[src/hdl/isa_pkg.sv]
/*
 * Instruction set encodings
 *   major opcode and jump condition enums
 *   instruction word with its register and jump views
 *   sub-codes of the shift/misc group
 */
package isa_pkg;

	// ------------------------------------------------------------------------
	// Major opcode, instruction bits 15:11
	typedef enum logic [4:0] {
		OP_ALU     = 5'b00000,	// ADD SUB ADC SBC by fn
		OP_LOGIC   = 5'b00001,	// AND OR XOR BIC by fn
		OP_ADDI    = 5'b00010,
		OP_SUBI    = 5'b00011,
		OP_ADCI    = 5'b00100,
		OP_SBCI    = 5'b00101,
		OP_ANDI    = 5'b00110,
		OP_ORI     = 5'b00111,
		OP_XORI    = 5'b01000,
		OP_CMPI    = 5'b01001,	// SUBI without register write
		OP_LDI     = 5'b01010,
		OP_MISC    = 5'b01011,	// Rotates, shifts, NOT/NEG, JIND
		OP_LD      = 5'b01100,
		OP_ST      = 5'b01101,
		OP_JAL     = 5'b01110,	// Bit 11 is the offset sign
		OP_JAL_NEG = 5'b01111,
		OP_JUMP    = 5'b10000	// Only bit 15 matters, rest is cond/offset
	} op_major_t;

	// Jump condition, bits 14:12 of a jump
	typedef enum logic [2:0] {
		C_Z  = 3'd0,
		C_NZ = 3'd1,
		C_C  = 3'd2,
		C_NC = 3'd3,
		C_N  = 3'd4,
		C_NN = 3'd5,
		C_V  = 3'd6,
		C_AL = 3'd7	// Always
	} cond_t;

	// ------------------------------------------------------------------------
	// Instruction word views
	typedef struct packed {
		op_major_t   op;
		logic [2:0]  rd;	// Destination, also A source of immediates
		logic [2:0]  ra;	// A source or misc sub-code
		logic [2:0]  rb;	// B source
		logic [1:0]  fn;	// Function select
	} inst_reg_t;

	typedef struct packed {
		logic        jf;	// Set for conditional jumps
		cond_t       cond;
		logic [11:0] off;	// Signed word offset
	} inst_jump_t;

	typedef union packed {
		inst_reg_t  r;
		inst_jump_t j;
	} inst_word_t;

	// Sub-codes in the ra field of OP_MISC
	localparam logic       SUB_MISC_ROT = 1'b0;	// Compared with ra[2] only
	localparam logic [2:0] SUB_SHIFT    = 3'b100;
	localparam logic [2:0] SUB_UNARY    = 3'b101;
	localparam logic [2:0] SUB_JUMP     = 3'b111;

endpackage

[src/hdl/core_pkg.sv]
/*
 * Core datapath definitions
 *   word and register index widths, link register
 *   ALU function and shift select enums
 *   decoded control struct passed between the stages
 */
package core_pkg;

	localparam int WORD_W = 16;
	localparam int REG_W  = 3;

	localparam logic [REG_W-1:0] LINK_REG = 3'd6;	// JAL return address

	// Immediate source
	localparam logic [1:0] IMM_OFF5 = 2'd0;	// LD/ST offset
	localparam logic [1:0] IMM_BYTE = 2'd1;	// ALU immediates, LDI
	localparam logic [1:0] IMM_REL  = 2'd2;	// Jumps and JAL

	typedef enum logic [1:0] {
		ALU_ADD = 2'd0,
		ALU_XOR = 2'd1,
		ALU_OR  = 2'd2,
		ALU_AND = 2'd3
	} alu_op_t;

	typedef enum logic [1:0] {
		SH_NONE = 2'd0,	// Plain rotate, bit 0 wraps
		SH_SHR  = 2'd1,
		SH_SHRA = 2'd2,
		SH_RORC = 2'd3
	} shift_t;

	typedef struct packed {
		alu_op_t           alu_op;
		logic              zero_a;	// Force operand A to zero
		logic              inv_b;	// Also carry-in when not from flag
		logic              carry_flag;	// Carry-in from C
		shift_t            shift;
		logic [3:0]        rot;	// Right rotate amount
		logic              imm_sel;	// B from immediate
		logic [1:0]        imm_src;
		logic              write_reg;
		logic              write_cv;
		logic              write_zn;
		logic              pc_a;	// A from PC
		logic              ld;
		logic              st;
		logic              jal;
		logic              jind;
		isa_pkg::cond_t    cond;
		logic              jcond;	// Conditional relative jump
		logic [REG_W-1:0]  rd;
		logic [REG_W-1:0]  ra;
		logic [REG_W-1:0]  rb;
	} ctrl_t;

endpackage

[src/hdl/gus_decode.sv]
/*
 * Decode stage
 *   instruction register and valid bit
 *   control truth table over the register and jump views
 *   immediate builder
 */
`timescale 1ns/100ps

module gus_decode (
	input  logic                        clk,
	input  logic                        reset,
	input  logic [core_pkg::WORD_W-1:0] mem_rdata,
	input  logic                        jump_taken,
	input  logic                        ld_st,
	output core_pkg::ctrl_t             ctrl,
	output logic                        op_valid,
	output logic [core_pkg::WORD_W-1:0] imm
);
	import core_pkg::*;
	import isa_pkg::*;

	inst_word_t ir;
	logic       illegal;

	always_ff @(posedge clk) begin
		ir <= mem_rdata;	// Fetched every cycle
	end

	// Word fetched during LD/ST or a taken jump is dropped
	always_ff @(posedge clk or posedge reset) begin
		if (reset) begin
			op_valid <= 1'b0;
		end else begin
			op_valid <= !(ld_st || jump_taken);
		end
	end

	// ------------------------------------------------------------------------
	// Control truth table
	always_comb begin
		ctrl         = '0;
		illegal      = 1'b0;
		ctrl.rd      = ir.r.rd;
		ctrl.ra      = ir.r.ra;
		ctrl.rb      = ir.r.rb;
		ctrl.imm_src = IMM_BYTE;
		if (ir.j.jf) begin	// Jump view
			ctrl.cond    = ir.j.cond;
			ctrl.jcond   = 1'b1;
			ctrl.pc_a    = 1'b1;	// Target = PC + offset
			ctrl.imm_sel = 1'b1;
			ctrl.imm_src = IMM_REL;
		end else begin
			case (ir.r.op)
				OP_ALU: begin
					ctrl.inv_b      = ir.r.fn[0];	// SUB, SBC
					ctrl.carry_flag = ir.r.fn[1];	// ADC, SBC
					ctrl.write_reg  = 1'b1;
					ctrl.write_cv   = 1'b1;
					ctrl.write_zn   = 1'b1;
				end
				OP_LOGIC: begin
					case (ir.r.fn)
						2'b00: ctrl.alu_op = ALU_AND;
						2'b01: ctrl.alu_op = ALU_OR;
						2'b10: ctrl.alu_op = ALU_XOR;
						default: begin
							ctrl.alu_op = ALU_AND;	// BIC
							ctrl.inv_b  = 1'b1;
						end
					endcase
					ctrl.write_reg = 1'b1;
					ctrl.write_zn  = 1'b1;
				end
				OP_ADDI, OP_SUBI, OP_ADCI, OP_SBCI, OP_CMPI: begin
					ctrl.ra         = ir.r.rd;
					ctrl.imm_sel    = 1'b1;
					ctrl.inv_b      = ir.r.op inside {OP_SUBI, OP_SBCI, OP_CMPI};
					ctrl.carry_flag = ir.r.op inside {OP_ADCI, OP_SBCI};
					ctrl.write_reg  = (ir.r.op != OP_CMPI);	// CMPI only flags
					ctrl.write_cv   = 1'b1;
					ctrl.write_zn   = 1'b1;
				end
				OP_ANDI, OP_ORI, OP_XORI: begin
					ctrl.alu_op    = (ir.r.op == OP_ANDI) ? ALU_AND :
					                 (ir.r.op == OP_ORI) ? ALU_OR : ALU_XOR;
					ctrl.ra        = ir.r.rd;
					ctrl.imm_sel   = 1'b1;
					ctrl.write_reg = 1'b1;
					ctrl.write_zn  = 1'b1;
				end
				OP_LDI: begin
					ctrl.alu_op    = ALU_OR;	// 0 | imm
					ctrl.zero_a    = 1'b1;
					ctrl.imm_sel   = 1'b1;
					ctrl.write_reg = 1'b1;
				end
				OP_MISC: begin
					ctrl.alu_op = ALU_OR;	// Passes rb through
					ctrl.zero_a = 1'b1;
					if (ir.r.ra[2] == SUB_MISC_ROT) begin	// RORI
						ctrl.rot       = {ir.r.ra[1:0], ir.r.fn};
						ctrl.write_reg = 1'b1;
						ctrl.write_zn  = 1'b1;
					end else begin
						case (ir.r.ra)
							SUB_SHIFT: begin
								ctrl.rot       = 4'd1;
								ctrl.write_reg = 1'b1;
								ctrl.write_cv  = 1'b1;
								ctrl.write_zn  = 1'b1;
								case (ir.r.fn)
									2'b00: ctrl.shift = SH_RORC;
									2'b01: ctrl.shift = SH_SHR;
									2'b10: ctrl.shift = SH_SHRA;
									default: illegal = 1'b1;
								endcase
							end
							SUB_UNARY: begin
								ctrl.inv_b     = 1'b1;	// NOT, NEG = 0 + ~b + 1
								ctrl.write_reg = 1'b1;
								ctrl.write_zn  = 1'b1;
								if (ir.r.fn == 2'b01) begin
									ctrl.alu_op = ALU_ADD;
								end
								illegal = ir.r.fn[1];
							end
							SUB_JUMP: begin
								ctrl.jind = (ir.r.fn == 2'b10);
								illegal   = (ir.r.fn != 2'b10);	// LDPC, RETI dropped
							end
							default: illegal = 1'b1;
						endcase
					end
				end
				OP_LD, OP_ST: begin
					ctrl.imm_sel   = 1'b1;
					ctrl.imm_src   = IMM_OFF5;
					ctrl.ld        = (ir.r.op == OP_LD);
					ctrl.st        = (ir.r.op == OP_ST);
					ctrl.rb        = ir.r.rd;	// Store data
					ctrl.write_reg = (ir.r.op == OP_LD);
					ctrl.write_zn  = (ir.r.op == OP_LD);
				end
				OP_JAL, OP_JAL_NEG: begin
					ctrl.pc_a      = 1'b1;
					ctrl.imm_sel   = 1'b1;
					ctrl.imm_src   = IMM_REL;
					ctrl.jal       = 1'b1;
					ctrl.rd        = LINK_REG;
					ctrl.write_reg = 1'b1;
				end
				default: illegal = 1'b1;
			endcase
		end
		if (illegal) begin	// Executes as a no-op
			ctrl.write_reg = 1'b0;
			ctrl.write_cv  = 1'b0;
			ctrl.write_zn  = 1'b0;
		end
	end

	// Low bits are shared by every format
	always_comb begin
		case (ctrl.imm_src)
			IMM_OFF5: imm = {{(WORD_W-5){1'b0}}, ir.j.off[4:0]};
			IMM_BYTE: imm = {{(WORD_W-8){1'b0}}, ir.j.off[7:0]};
			default:  imm = {{(WORD_W-12){ir.j.off[11]}}, ir.j.off};
		endcase
	end

	// A memory op drops the next word
	a_mem_drop: assert property (@(posedge clk) disable iff (reset)
		op_valid && (ctrl.ld || ctrl.st) |=> !op_valid);

	a_no_illegal: assert property (@(posedge clk) disable iff (reset)
		op_valid |-> !illegal)
		else $error("illegal opcode %h executed", ir);

endmodule

[src/hdl/gus_execute.sv]
/*
 * Execute stage
 *   operand select, add/logic unit with carry and overflow
 *   four-stage barrel rotator with shift-in choice
 *   C/V/Z/N flag register and jump condition
 */
`timescale 1ns/100ps

module gus_execute (
	input  logic                        clk,
	input  logic                        reset,
	input  core_pkg::ctrl_t             ctrl,
	input  logic                        op_valid,
	input  logic [core_pkg::WORD_W-1:0] imm,
	input  logic [core_pkg::WORD_W-1:0] reg_a,
	input  logic [core_pkg::WORD_W-1:0] reg_b,
	input  logic [core_pkg::WORD_W-1:0] pc_now,
	input  logic [core_pkg::WORD_W-1:0] mem_rdata,
	output logic [core_pkg::WORD_W-1:0] alu_y,
	output logic [core_pkg::WORD_W-1:0] mem_addr,
	output logic                        mem_we,
	output logic [core_pkg::WORD_W-1:0] mem_wdata,
	output logic                        jump_taken
);
	import core_pkg::*;
	import isa_pkg::*;

	typedef struct packed {
		logic c;
		logic v;
		logic z;
		logic n;
	} flags_t;

	flags_t            flags;
	logic [WORD_W-1:0] op_a, op_b, sa, sb;
	logic [WORD_W-1:0] sum;
	logic [WORD_W-1:0] bsi, rot8, rot4, rot2, rot_y;
	logic              cin, cout, ovf;
	logic              shift_in, cond_true;

	// ------------------------------------------------------------------------
	// Operands and add/logic unit
	assign op_a = ctrl.pc_a ? pc_now : reg_a;
	assign op_b = ctrl.imm_sel ? imm : reg_b;
	assign sa   = ctrl.zero_a ? '0 : op_a;
	assign sb   = ctrl.inv_b ? ~op_b : op_b;
	assign cin  = ctrl.carry_flag ? flags.c : ctrl.inv_b;	// +1 for SUB/NEG

	always_comb begin
		cout = 1'b0;
		case (ctrl.alu_op)
			ALU_ADD: {cout, sum} = {1'b0, sa} + {1'b0, sb} + {{WORD_W{1'b0}}, cin};
			ALU_XOR: sum = sa ^ sb;
			ALU_OR:  sum = sa | sb;
			default: sum = sa & sb;
		endcase
	end

	// Signed overflow of the adder
	assign ovf = (~sa[WORD_W-1] & ~sb[WORD_W-1] & sum[WORD_W-1]) |
	             (sa[WORD_W-1] & sb[WORD_W-1] & ~sum[WORD_W-1]);

	// ------------------------------------------------------------------------
	// Barrel rotator, right by ctrl.rot
	always_comb begin
		case (ctrl.shift)
			SH_SHR:  shift_in = 1'b0;
			SH_SHRA: shift_in = sum[WORD_W-1];	// Sign copy
			SH_RORC: shift_in = flags.c;
			default: shift_in = sum[0];	// Plain rotate
		endcase
	end

	assign bsi   = {sum[WORD_W-1:1], shift_in};	// Bit 0 becomes the new MSB
	assign rot8  = ctrl.rot[3] ? {bsi[7:0], bsi[15:8]} : bsi;
	assign rot4  = ctrl.rot[2] ? {rot8[3:0], rot8[15:4]} : rot8;
	assign rot2  = ctrl.rot[1] ? {rot4[1:0], rot4[15:2]} : rot4;
	assign rot_y = ctrl.rot[0] ? {rot2[0], rot2[15:1]} : rot2;

	assign alu_y = ctrl.ld ? mem_rdata : rot_y;	// Load data joins here

	// ------------------------------------------------------------------------
	// Memory bus
	assign mem_addr  = (op_valid && (ctrl.ld || ctrl.st)) ? sum : pc_now;
	assign mem_we    = op_valid && ctrl.st;
	assign mem_wdata = reg_b;

	// Flag register
	always_ff @(posedge clk or posedge reset) begin
		if (reset) begin
			flags <= '0;
		end else if (op_valid) begin
			if (ctrl.write_cv) begin
				flags.c <= (ctrl.shift != SH_NONE) ? op_b[0] : cout;	// Shifted-out bit
				flags.v <= ovf;
			end
			if (ctrl.write_zn) begin
				flags.z <= (alu_y == '0);
				flags.n <= alu_y[WORD_W-1];
			end
		end
	end

	// Jump condition
	always_comb begin
		case (ctrl.cond)
			C_Z:     cond_true = flags.z;
			C_NZ:    cond_true = !flags.z;
			C_C:     cond_true = flags.c;
			C_NC:    cond_true = !flags.c;
			C_N:     cond_true = flags.n;
			C_NN:    cond_true = !flags.n;
			C_V:     cond_true = flags.v;
			default: cond_true = 1'b1;
		endcase
	end

	assign jump_taken = op_valid && ((ctrl.jcond && cond_true) || ctrl.jal || ctrl.jind);

	// Store strobe lasts one cycle, the refetch follows
	a_we_store: assert property (@(posedge clk) disable iff (reset)
		mem_we |=> !mem_we);

endmodule

[src/hdl/gus_result.sv]
/*
 * Result stage
 *   eight-entry register file with JAL link write
 *   program counter
 */
`timescale 1ns/100ps

module gus_result (
	input  logic                        clk,
	input  logic                        reset,
	input  core_pkg::ctrl_t             ctrl,
	input  logic                        op_valid,
	input  logic [core_pkg::WORD_W-1:0] alu_y,
	input  logic                        jump_taken,
	output logic [core_pkg::WORD_W-1:0] reg_a,
	output logic [core_pkg::WORD_W-1:0] reg_b,
	output logic [core_pkg::WORD_W-1:0] pc_now
);
	import core_pkg::*;

	logic [WORD_W-1:0] regs [2**REG_W];
	logic [WORD_W-1:0] pc;
	logic              mem_op;

	assign mem_op = op_valid && (ctrl.ld || ctrl.st);

	// Register file
	always_ff @(posedge clk) begin
		if (op_valid && ctrl.write_reg) begin
			regs[ctrl.rd] <= ctrl.jal ? pc : alu_y;	// Link = jump address + 1
		end
	end

	assign reg_a = regs[ctrl.ra];
	assign reg_b = regs[ctrl.rb];

	// Program counter, always one ahead of the executing word
	always_ff @(posedge clk or posedge reset) begin
		if (reset) begin
			pc <= '0;
		end else if (jump_taken) begin
			pc <= alu_y;
		end else if (!mem_op) begin	// Hold for the refetch
			pc <= pc + 1'b1;
		end
	end

	assign pc_now = pc;

endmodule

[src/hdl/gus_core.sv]
/*
 * Core top level
 *   decode, execute and result stages on one memory bus
 */
`timescale 1ns/100ps

module gus_core (
	input  logic                        clk,
	input  logic                        reset,
	output logic [core_pkg::WORD_W-1:0] mem_addr,
	output logic [core_pkg::WORD_W-1:0] mem_wdata,
	output logic                        mem_we,
	input  logic [core_pkg::WORD_W-1:0] mem_rdata
);
	import core_pkg::*;

	ctrl_t             ctrl;
	logic              op_valid, jump_taken, ld_st;
	logic [WORD_W-1:0] imm, alu_y;
	logic [WORD_W-1:0] reg_a, reg_b, pc_now;

	assign ld_st = op_valid && (ctrl.ld || ctrl.st);	// Memory cycle in progress

	gus_decode u_decode (
		.clk, .reset, .mem_rdata, .jump_taken, .ld_st,
		.ctrl, .op_valid, .imm
	);

	gus_execute u_execute (
		.clk, .reset, .ctrl, .op_valid, .imm, .reg_a, .reg_b, .pc_now,
		.mem_rdata, .alu_y, .mem_addr, .mem_we, .mem_wdata, .jump_taken
	);

	gus_result u_result (
		.clk, .reset, .ctrl, .op_valid, .alu_y, .jump_taken,
		.reg_a, .reg_b, .pc_now
	);

endmodule

[config.mk]
export PLATFORM = sky130hd
export DESIGN_NAME = gus_core
export DESIGN_NICKNAME = d
export VERILOG_FILES = /design/src/hdl/isa_pkg.sv /design/src/hdl/core_pkg.sv /design/src/hdl/gus_decode.sv /design/src/hdl/gus_execute.sv /design/src/hdl/gus_result.sv /design/src/hdl/gus_core.sv
export SDC_FILE = /design/constraint.sdc
export NUM_CORES = 1
export LEC_CHECK = 0
export BUFFER_PORTS_ARGS = -buffer_cell sky130_fd_sc_hd__buf_2
export CORE_MARGIN = 1.5
export CORE_UTILIZATION = 55
export CTS_CLUSTER_DIAMETER = 30
export DETAILED_ROUTE_END_ITERATION = 7
export HOLD_SLACK_MARGIN = 0.08
export PLACE_DENSITY = 0.73
export SETUP_SLACK_MARGIN = 0.4
export SYNTH_ARGS = -nofsm -noshare
export SYNTH_HDL_FRONTEND = slang
export SYNTH_SLANG_ARGS = --single-unit
[constraint.sdc]
create_clock -name clk -period 8.5 [get_ports clk]
set_input_delay 0.85 -clock clk [delete_from_list [all_inputs] [get_ports clk]]
set_output_delay 0.85 -clock clk [all_outputs]
set_load 0.005 [all_outputs]
== After elaboration in Yosys (flattened, before gate mapping) ==
Memories as Yosys holds them, arrays and structs flattened.
Index checks and enable logic that the tools add are counted.

* Bits in writable memories: 128
* Memories: 1
* Output and inout bits: 33
* Flip-flop bits (word level): 37
* Input bits: 18
* Logic and storage cells: 164

* Equal/unequal tests: 35
* Muxes and demuxes: 69
* Bitwise logic cells: 12
* Reduce and logical (&&, ||, !) cells: 37
* Add/subtract/negate cells: 3

{| class="wikitable"
|+ Memory list
! memory !! words !! width !! rd ports !! clocked after Yosys merged registers in !! write ports !! line !! text
|-
| u_result.regs || 8 || 16 || 2 || 0 || 1 || gus_result.sv:21 || <nowiki>logic [WORD_W-1:0] regs [2**REG_W];</nowiki>
|}

{| class="wikitable"
|+ Operators by type and width
! cell !! number
|-
| $mux 16 || 13
|-
| $pmux 16 s3 || 1
|-
| $eq 5x4->1 const B || 8
|-
| $pmux 16 s2 || 1
|-
| $mux 1 || 21
|-
| $eq 5x3->1 const B || 4
|-
| $eq 3x3->1 const B || 6
|-
| $mux 3 || 6
|-
| $add 16x16->17 || 1
|-
| $add 17x1->17 || 1
|-
| $add 16x1->16 const B || 1
|-
| $and 16x16->16 || 1
|-
| $logic_not 16->1 || 1
|-
| $not 16->16 || 1
|-
| $or 16x16->16 || 1
|-
| $reduce_or 8->1 || 2
|-
| $xor 16x16->16 || 1
|-
| $reduce_or 15->1 || 1
|-
| $mux 2 || 7
|-
| $reduce_or 13->1 || 1
|-
| $mux 4 || 3
|-
| $mux 6 || 2
|-
| $mux 11 || 1
|-
| $eq 5x2->1 const B || 2
|-
| 33 further kinds || 69
|}

== Logic depth before layout (Yosys ltp) ==
* Depth in word-level cells: 19
* Mapped depth: 26
* Mapped depth without buffers: 24

== Modules after synthesis ==
From an unflattened synthesis, not the netlist that was laid out.

* Cells, all modules: 1154
* Area, all modules: 12480.7 µm²

{| class="wikitable"
|+ By module, submodules not included
! module !! area each (µm²) !! sequential area each (µm²) !! times used !! cells each
|-
| gus_result || 6884.1 || 4244.1 || 1 || 370
|-
| gus_execute || 4413.0 || 100.1 || 1 || 644
|-
| gus_decode || 1176.1 || 345.3 || 1 || 139
|-
| gus_core || 7.5 || 0.0 || 1 || 1
|}

== Worst setup path before layout ==
No wires, ideal clock.

* Path type: register to register
* From: register u_decode.ir[14] (netlist name)
* To: register u_execute.flags[1] (netlist name)
* Required time: 8.408 ns
* Slack: 1.581 ns
* Library setup time: 0.092 ns
* Arrival: 6.827 ns
* Clock period less this slack: 6.919 ns
* Stages on the path, launching flop included: 25
* Buffers on the path: 2
* Cell sequence: dfxtp_1 -> buf_2 -> nor2b_1 -> and3b_1 -> mux2i_1 -> clkbuf_1 -> mux4_2 -> mux2_2 -> nand2_1 -> nand2_1 -> xor2_1 -> fa_1 -> fa_1 -> nand3_1 -> a21oi_1 -> o311ai_2 -> a2111oi_1 -> a41oi_2 -> nand2_1 -> o21a_1 -> mux2_4 -> a221oi_4 -> or4b_1 -> or4_1 -> o31ai_2

* Elaborated cells between the ends (all ways): 80
* Those cells by class: add/sub (2); eq/ne (21); mux (36); bitwise (4); reduce/logical (16); memory (1)

{| class="wikitable"
|+ RTL lines
! element !! line !! text
|-
| from (decl) || gus_decode.sv:22 || <nowiki>inst_word_t ir;</nowiki>
|-
| from (signal assigned) || gus_decode.sv:26 || <nowiki>ir <= mem_rdata;</nowiki>
|-
| $eq 5x4->1 || gus_decode.sv:54 || <nowiki>case (ir.r.op)</nowiki>
|-
| $reduce_or 2->1 * || gus_decode.sv:54 ||
|-
| $mux 3 * || gus_decode.sv:54 ||
|-
| $mux 9 * || gus_decode.sv:47 || <nowiki>if (ir.j.jf) begin</nowiki>
|-
| $mem_v2 8x16 * || n/a ||
|-
| net mem_wdata (one bit) || gus_core.sv:11 || <nowiki>output logic [core_pkg::WORD_W-1:0] mem_wdata,</nowiki>
|-
| $mux 16 * || gus_execute.sv:45 || <nowiki>assign op_b = ctrl.imm_sel ? imm : reg_b;</nowiki>
|-
| $not 16->16 || gus_execute.sv:47 || <nowiki>assign sb = ctrl.inv_b ? ~op_b : op_b;</nowiki>
|-
| [3 not listed] || n/a ||
|-
| $pmux 16 s3 * || gus_execute.sv:52 || <nowiki>case (ctrl.alu_op)</nowiki>
|-
| $pmux 1 s3 || gus_execute.sv:67 || <nowiki>case (ctrl.shift)</nowiki>
|-
| $mux 16 * || gus_execute.sv:76 || <nowiki>assign rot8 = ctrl.rot[3] ? {bsi[7:0], bsi[15:8]} : bsi;</nowiki>
|-
| $mux 16 * || gus_execute.sv:77 || <nowiki>assign rot4 = ctrl.rot[2] ? {rot8[3:0], rot8[15:4]} : rot8;</nowiki>
|-
| $mux 16 * || gus_execute.sv:78 || <nowiki>assign rot2 = ctrl.rot[1] ? {rot4[1:0], rot4[15:2]} : rot4;</nowiki>
|-
| $mux 16 * || gus_execute.sv:79 || <nowiki>assign rot_y = ctrl.rot[0] ? {rot2[0], rot2[15:1]} : rot2;</nowiki>
|-
| $mux 16 * || gus_execute.sv:81 || <nowiki>assign alu_y = ctrl.ld ? mem_rdata : rot_y;</nowiki>
|-
| $logic_not 16->1 * || gus_execute.sv:99 || <nowiki>flags.z <= (alu_y == '0);</nowiki>
|-
| to (decl) || gus_execute.sv:35 || <nowiki>flags_t flags;</nowiki>
|}

The timed path passes the listed nets; every way through them passes the cells marked *.
A chain may end at the register's enable or synchronous reset.

== Worst setup path after layout ==
* From: register u_decode.ir[12] (netlist name)
* To: memory u_result.regs[7][3], data pin

* Longest elaborated chain between the ends: 19
* Elaborated cells between the ends (all ways): 72
* Those cells by class: add/sub (2); eq/ne (21); mux (32); bitwise (4); reduce/logical (12); memory (1)

{| class="wikitable"
|+ RTL lines
! element !! line !! text
|-
| branches (longest 18 deep; another with $add 16x16->17) || n/a ||
|-
| $mux 16 * || gus_result.sv:30 || <nowiki>regs[ctrl.rd] <= ctrl.jal ? pc : alu_y;</nowiki>
|-
| to (decl) || gus_result.sv:21 ||
|}

Mark *: on every way between the ends.

==> results summary <==
The worst register-to-register path begins at u_decode.ir[12]$_DFF_P_. The area added between synthesis and finish came out at 10.6%. The cell at the root of the clock tree is clkbuf_16. The first global-routing pass estimated 57,400 µm of wire. The floorplan die height is 148 µm. The complex-gate fraction of the synthesized area is 16.5%. The count of flip-flops with a built-in enable after synthesis came out at 128.

The cell area after layout came out at 12,800 µm². The pin count of the biggest net entering global routing is 40. The total overflow left after global routing is 0. Setup violations remaining at the end of the flow were counted as 0. The share of cells above drive strength 1 came out at 19.8%. The total count of hold-check failures in the final report is 0. The count of routing violations after the opening detailed-route iteration came out at 1,457.

The TritonCTS buffer count is 17. At the end of routability-driven placement, the weighted congestion stood at 0.988. After synthesis the netlist holds a flip-flop and latch count of 165.

The met1 track utilization from global routing came out at 49.6%. Based on the critical path, the design can be clocked at up to 131 MHz. After detailed routing, the average wire length per cell comes to 26.5 µm.

The analysis attributes to cell leakage a power of 4.91 nW. The top cell types in the final layout, fill and taps aside, are nand2_1 (141), edfxtp_1 (128), o21ai_0 (82). The final layout net count is 1,216. After layout, the minimum clock period comes to 7.64 ns.

The first detailed-routing pass took 6 iterations. The mapped netlist covers 11,500 µm². The global-route track usage on met3 came out at 8.43%. The later pin in the worst-skew pair is clocked with a latency of 0.44 ns. The floorplan step defined a die boundary enclosing 21,900 µm². Setup repair after global routing left no endpoint under its margin. The detail-routed via count per cell is 6.97. The initial antenna violation count came out at 0. Summed over all layers, the routed wires come to 38,400 µm. STA classifies the critical path startpoint as a register. The count of input and output buffers is 50. The starting density of the core came out at 56.5%. The number of instances resized during post-cts repair came out at 0.

The flow ran to the end, and the final reports show no timing, DRC or antenna violations. The critical path capture point type is a register. The global routing stage identified its most utilized layer as met2. Multiplexer cells account for 17.4% of the synthesized area. The synthesized netlist cell count came out at 1,136. The max-cap violation count is 0. The number of nets in the synthesized netlist is 1,189. The number of warnings issued by yosys came out at 0. The number of max-slew violations in the final report is 0. The maximum clock path buffer count came out at 2. In this run the worst setup path begins at u_decode.ir[12]$_DFF_P_. The total number of H-tree levels is 4. The repair_antennas step left the layout with diodes totalling 0.

The number of rows created at floorplan is 52. The sum of negative setup slack is 0 ns. The half-perimeter wire length of the detailed placement result is 27,600 µm.

OpenSTA, run right after detailed placement, puts the worst setup slack at 1.10 ns. The xor and xnor fraction of the mapped netlist area is 1.82%. Among all flip-flop cells after synthesis, the most frequent one is edfxtp_1. Of all nets on the critical path, the largest fanout is 12. The overall die width is 148 µm. After layout, the worst path uses 89.8% of the clock period. The count of hold buffers inserted by post-cts repair is 0. The type of the most critical hold path is register to register. The arithmetic-cell share of the synthesized area counting full adders, half adders and majority gates came out at 3.92%. The leading cell type in the layout, fill and taps excluded is nand2_1. The worst setup path is of the register to register kind. The global-route met2 utilization came out at 53.8%.

Summing the areas of all and, or, nand and nor instances in the mapped netlist gives 15.6% of the synthesized area. The number of sinks handled by clock tree synthesis came out at 165. The post-CTS clock slew at the launch and capture registers of the worst setup and hold paths is 0.08 ns. After synthesis, the netlist uses 81 different library cells. The CTS tree is yes.

The placement-stage cell area is 12,200 µm². The worst hold path was traced through 2 stages. The number of setup buffers added after CTS is 0.

Power spread over the standard cell area amounts to 272 nW/µm². The overall power of the completed layout is 0.00347 W. The final setup skew is 0.0206 ns. The mean instance size in the synthesized netlist came out at 10.2 µm². The worst path setup slack after routing is 0.865 ns. The number of global-route vias before repair came to 9,466.

For this design the top-level I/O count stands at 51. The worst reg-to-reg path cell count came out at 23. The endpoint arrival time on the critical path is 7.73 ns. The worst min-delay path startpoint is u_execute.flags[1]$_DFFE_PP0P_. The number of routed nets with antenna violations is 0.

The required time reported for the critical path endpoint came out at 8.60 ns. After synthesis, the largest family of logic cells by area is multiplexers. Of the synthesized area, sequential elements account for 40.6%. The maximum resistive drop on vdd is 0.000207 V. The slew at the pin closest to its max-slew limit is 1.22 ns.

The area of the core came out at 20,400 µm². The via count of the routed design is 10,100. After detailed routing, the number of remaining DRC violations is 0.

For this run, asynchronously set or reset flops after synthesis account for 12.7%. The worst max-slew margin expressed relative to the limit came out at 18.4%. Global routing used 35.5% of the available tracks.
-- sequential cells by signal, summed over array words and instances, names as in the netlist --
register and count:
u_execute.flags 4, u_result.regs 128, u_result.pc_now 16, u_decode.op_valid 1, u_decode.ir 16
-- final timing paths --
check,endpoint,slack (ns)
setup / recovery,u_result.regs[7][3]$_DFFE_PP_,0.86
hold / removal,u_execute.flags[1]$_DFFE_PP0P_,0.49
setup reg to reg,u_result.regs[7][3]$_DFFE_PP_,0.86
hold reg to reg,u_execute.flags[1]$_DFFE_PP0P_,0.49
max in group asynchronous,u_decode.op_valid$_DFF_PP0_,7.38
min in group asynchronous,u_execute.flags[2]$_DFFE_PP0P_,0.58
-- layout make-up --
cell class	instances	area [µm²]
clock buffers	19	433
clock inverters	13	141
fillers	1652	7650
inverters	46	173
multi-input cells	849	6480
flip-flops and latches	165	4690
well taps	270	338
repair buffers	84	518
-- routing by layer --
layer / vias up / part of all wire [%] / routed length [µm]
li1: 4372 / - / -
met1: 4842 / 39 / 14900
met2: 746 / 45 / 17100
met3: 116 / 12 / 4770
met4: 0 / 4.1 / 1580
met5: - / 0 / 0
-- Yosys cell counts (all sizes together) (6+ instances only) --
master,n,area (µm²)
mux2,20,229
a21o,8,60.1
o211ai,12,90.1
o221ai,12,111
nand3,35,175
and3,15,93.8
and2,6,37.5
dfxtp,16,320
buf,20,95.1
a21oi,75,375
a211oi,15,113
mux4,64,1440
nand2b,6,37.5
nor3,20,111
o21a,7,52.6
nor2,85,322
nand2,142,541
clkbuf,56,210
inv,46,173
mux2i,34,340
or4,6,45.0
o21ai,86,434
nand4,7,43.8
edfxtp,128,3840
or3,17,106
a31oi,18,113
ha,33,413
o22ai,11,68.8
o211a,6,60.1
o31ai,9,77.6
nor2b,7,43.8
dfrtp,21,526
xor2,19,166
-- worst max-delay path, cell delays in order (launching register included) --
cell and delay [ns]:
dfxtp_1 0.38, nor3b_1 0.49, nor2_1 0.10, nor2_1 0.47, mux2i_4 0.70, mux4_2 0.59
mux2i_1 0.19, nand2_1 0.08, o21ai_0 0.09, nor2_1 0.11, fa_1 0.50, fa_1 0.40
nand3_1 0.13, a21oi_1 0.12, o311ai_2 0.41, a31oi_1 0.23, or4_1 0.53, a31oi_1 0.21
a211oi_1 0.16, a21oi_1 0.25, nand2_1 0.08, nand3_1 0.17, nand2_1 0.12, o21ai_0 0.77
-- through the flow --
stage / hold WS [ns] / utilization [%] / cells
after floorplan: 0.458 / - / 1136
after global placement: 0.478 / 59.7 / 1414
after detailed placement: 0.476 / 59.7 / 1414
after CTS: 0.493 / 62.5 / 1446
after global routing: 0.509 / 62.5 / 1446
final: 0.494 / 62.5 / 1446
-- cells by family after synthesis --
logic type | after synthesis
buffers and inverters | 122
and+or+nand+nor | 376
muxes | 118
xor gates and xnor gates | 24
adders and majority gates | 35
AOI/OAI and AO/OA | 296
DFF | 165
-- where the power goes --
| part | switching, W | internal [W] | total, W | leakage (nW) |
|---|---|---|---|---|
| combinational | 0.000949 | 0.000521 | 0.00147 | 3.10 |
| sequential | 0.000169 | 0.00107 | 0.00124 | 1.54 |
| clock | 0.000346 | 0.000414 | 0.000760 | 0.272 |
Power figures use the tool's default switching activity.
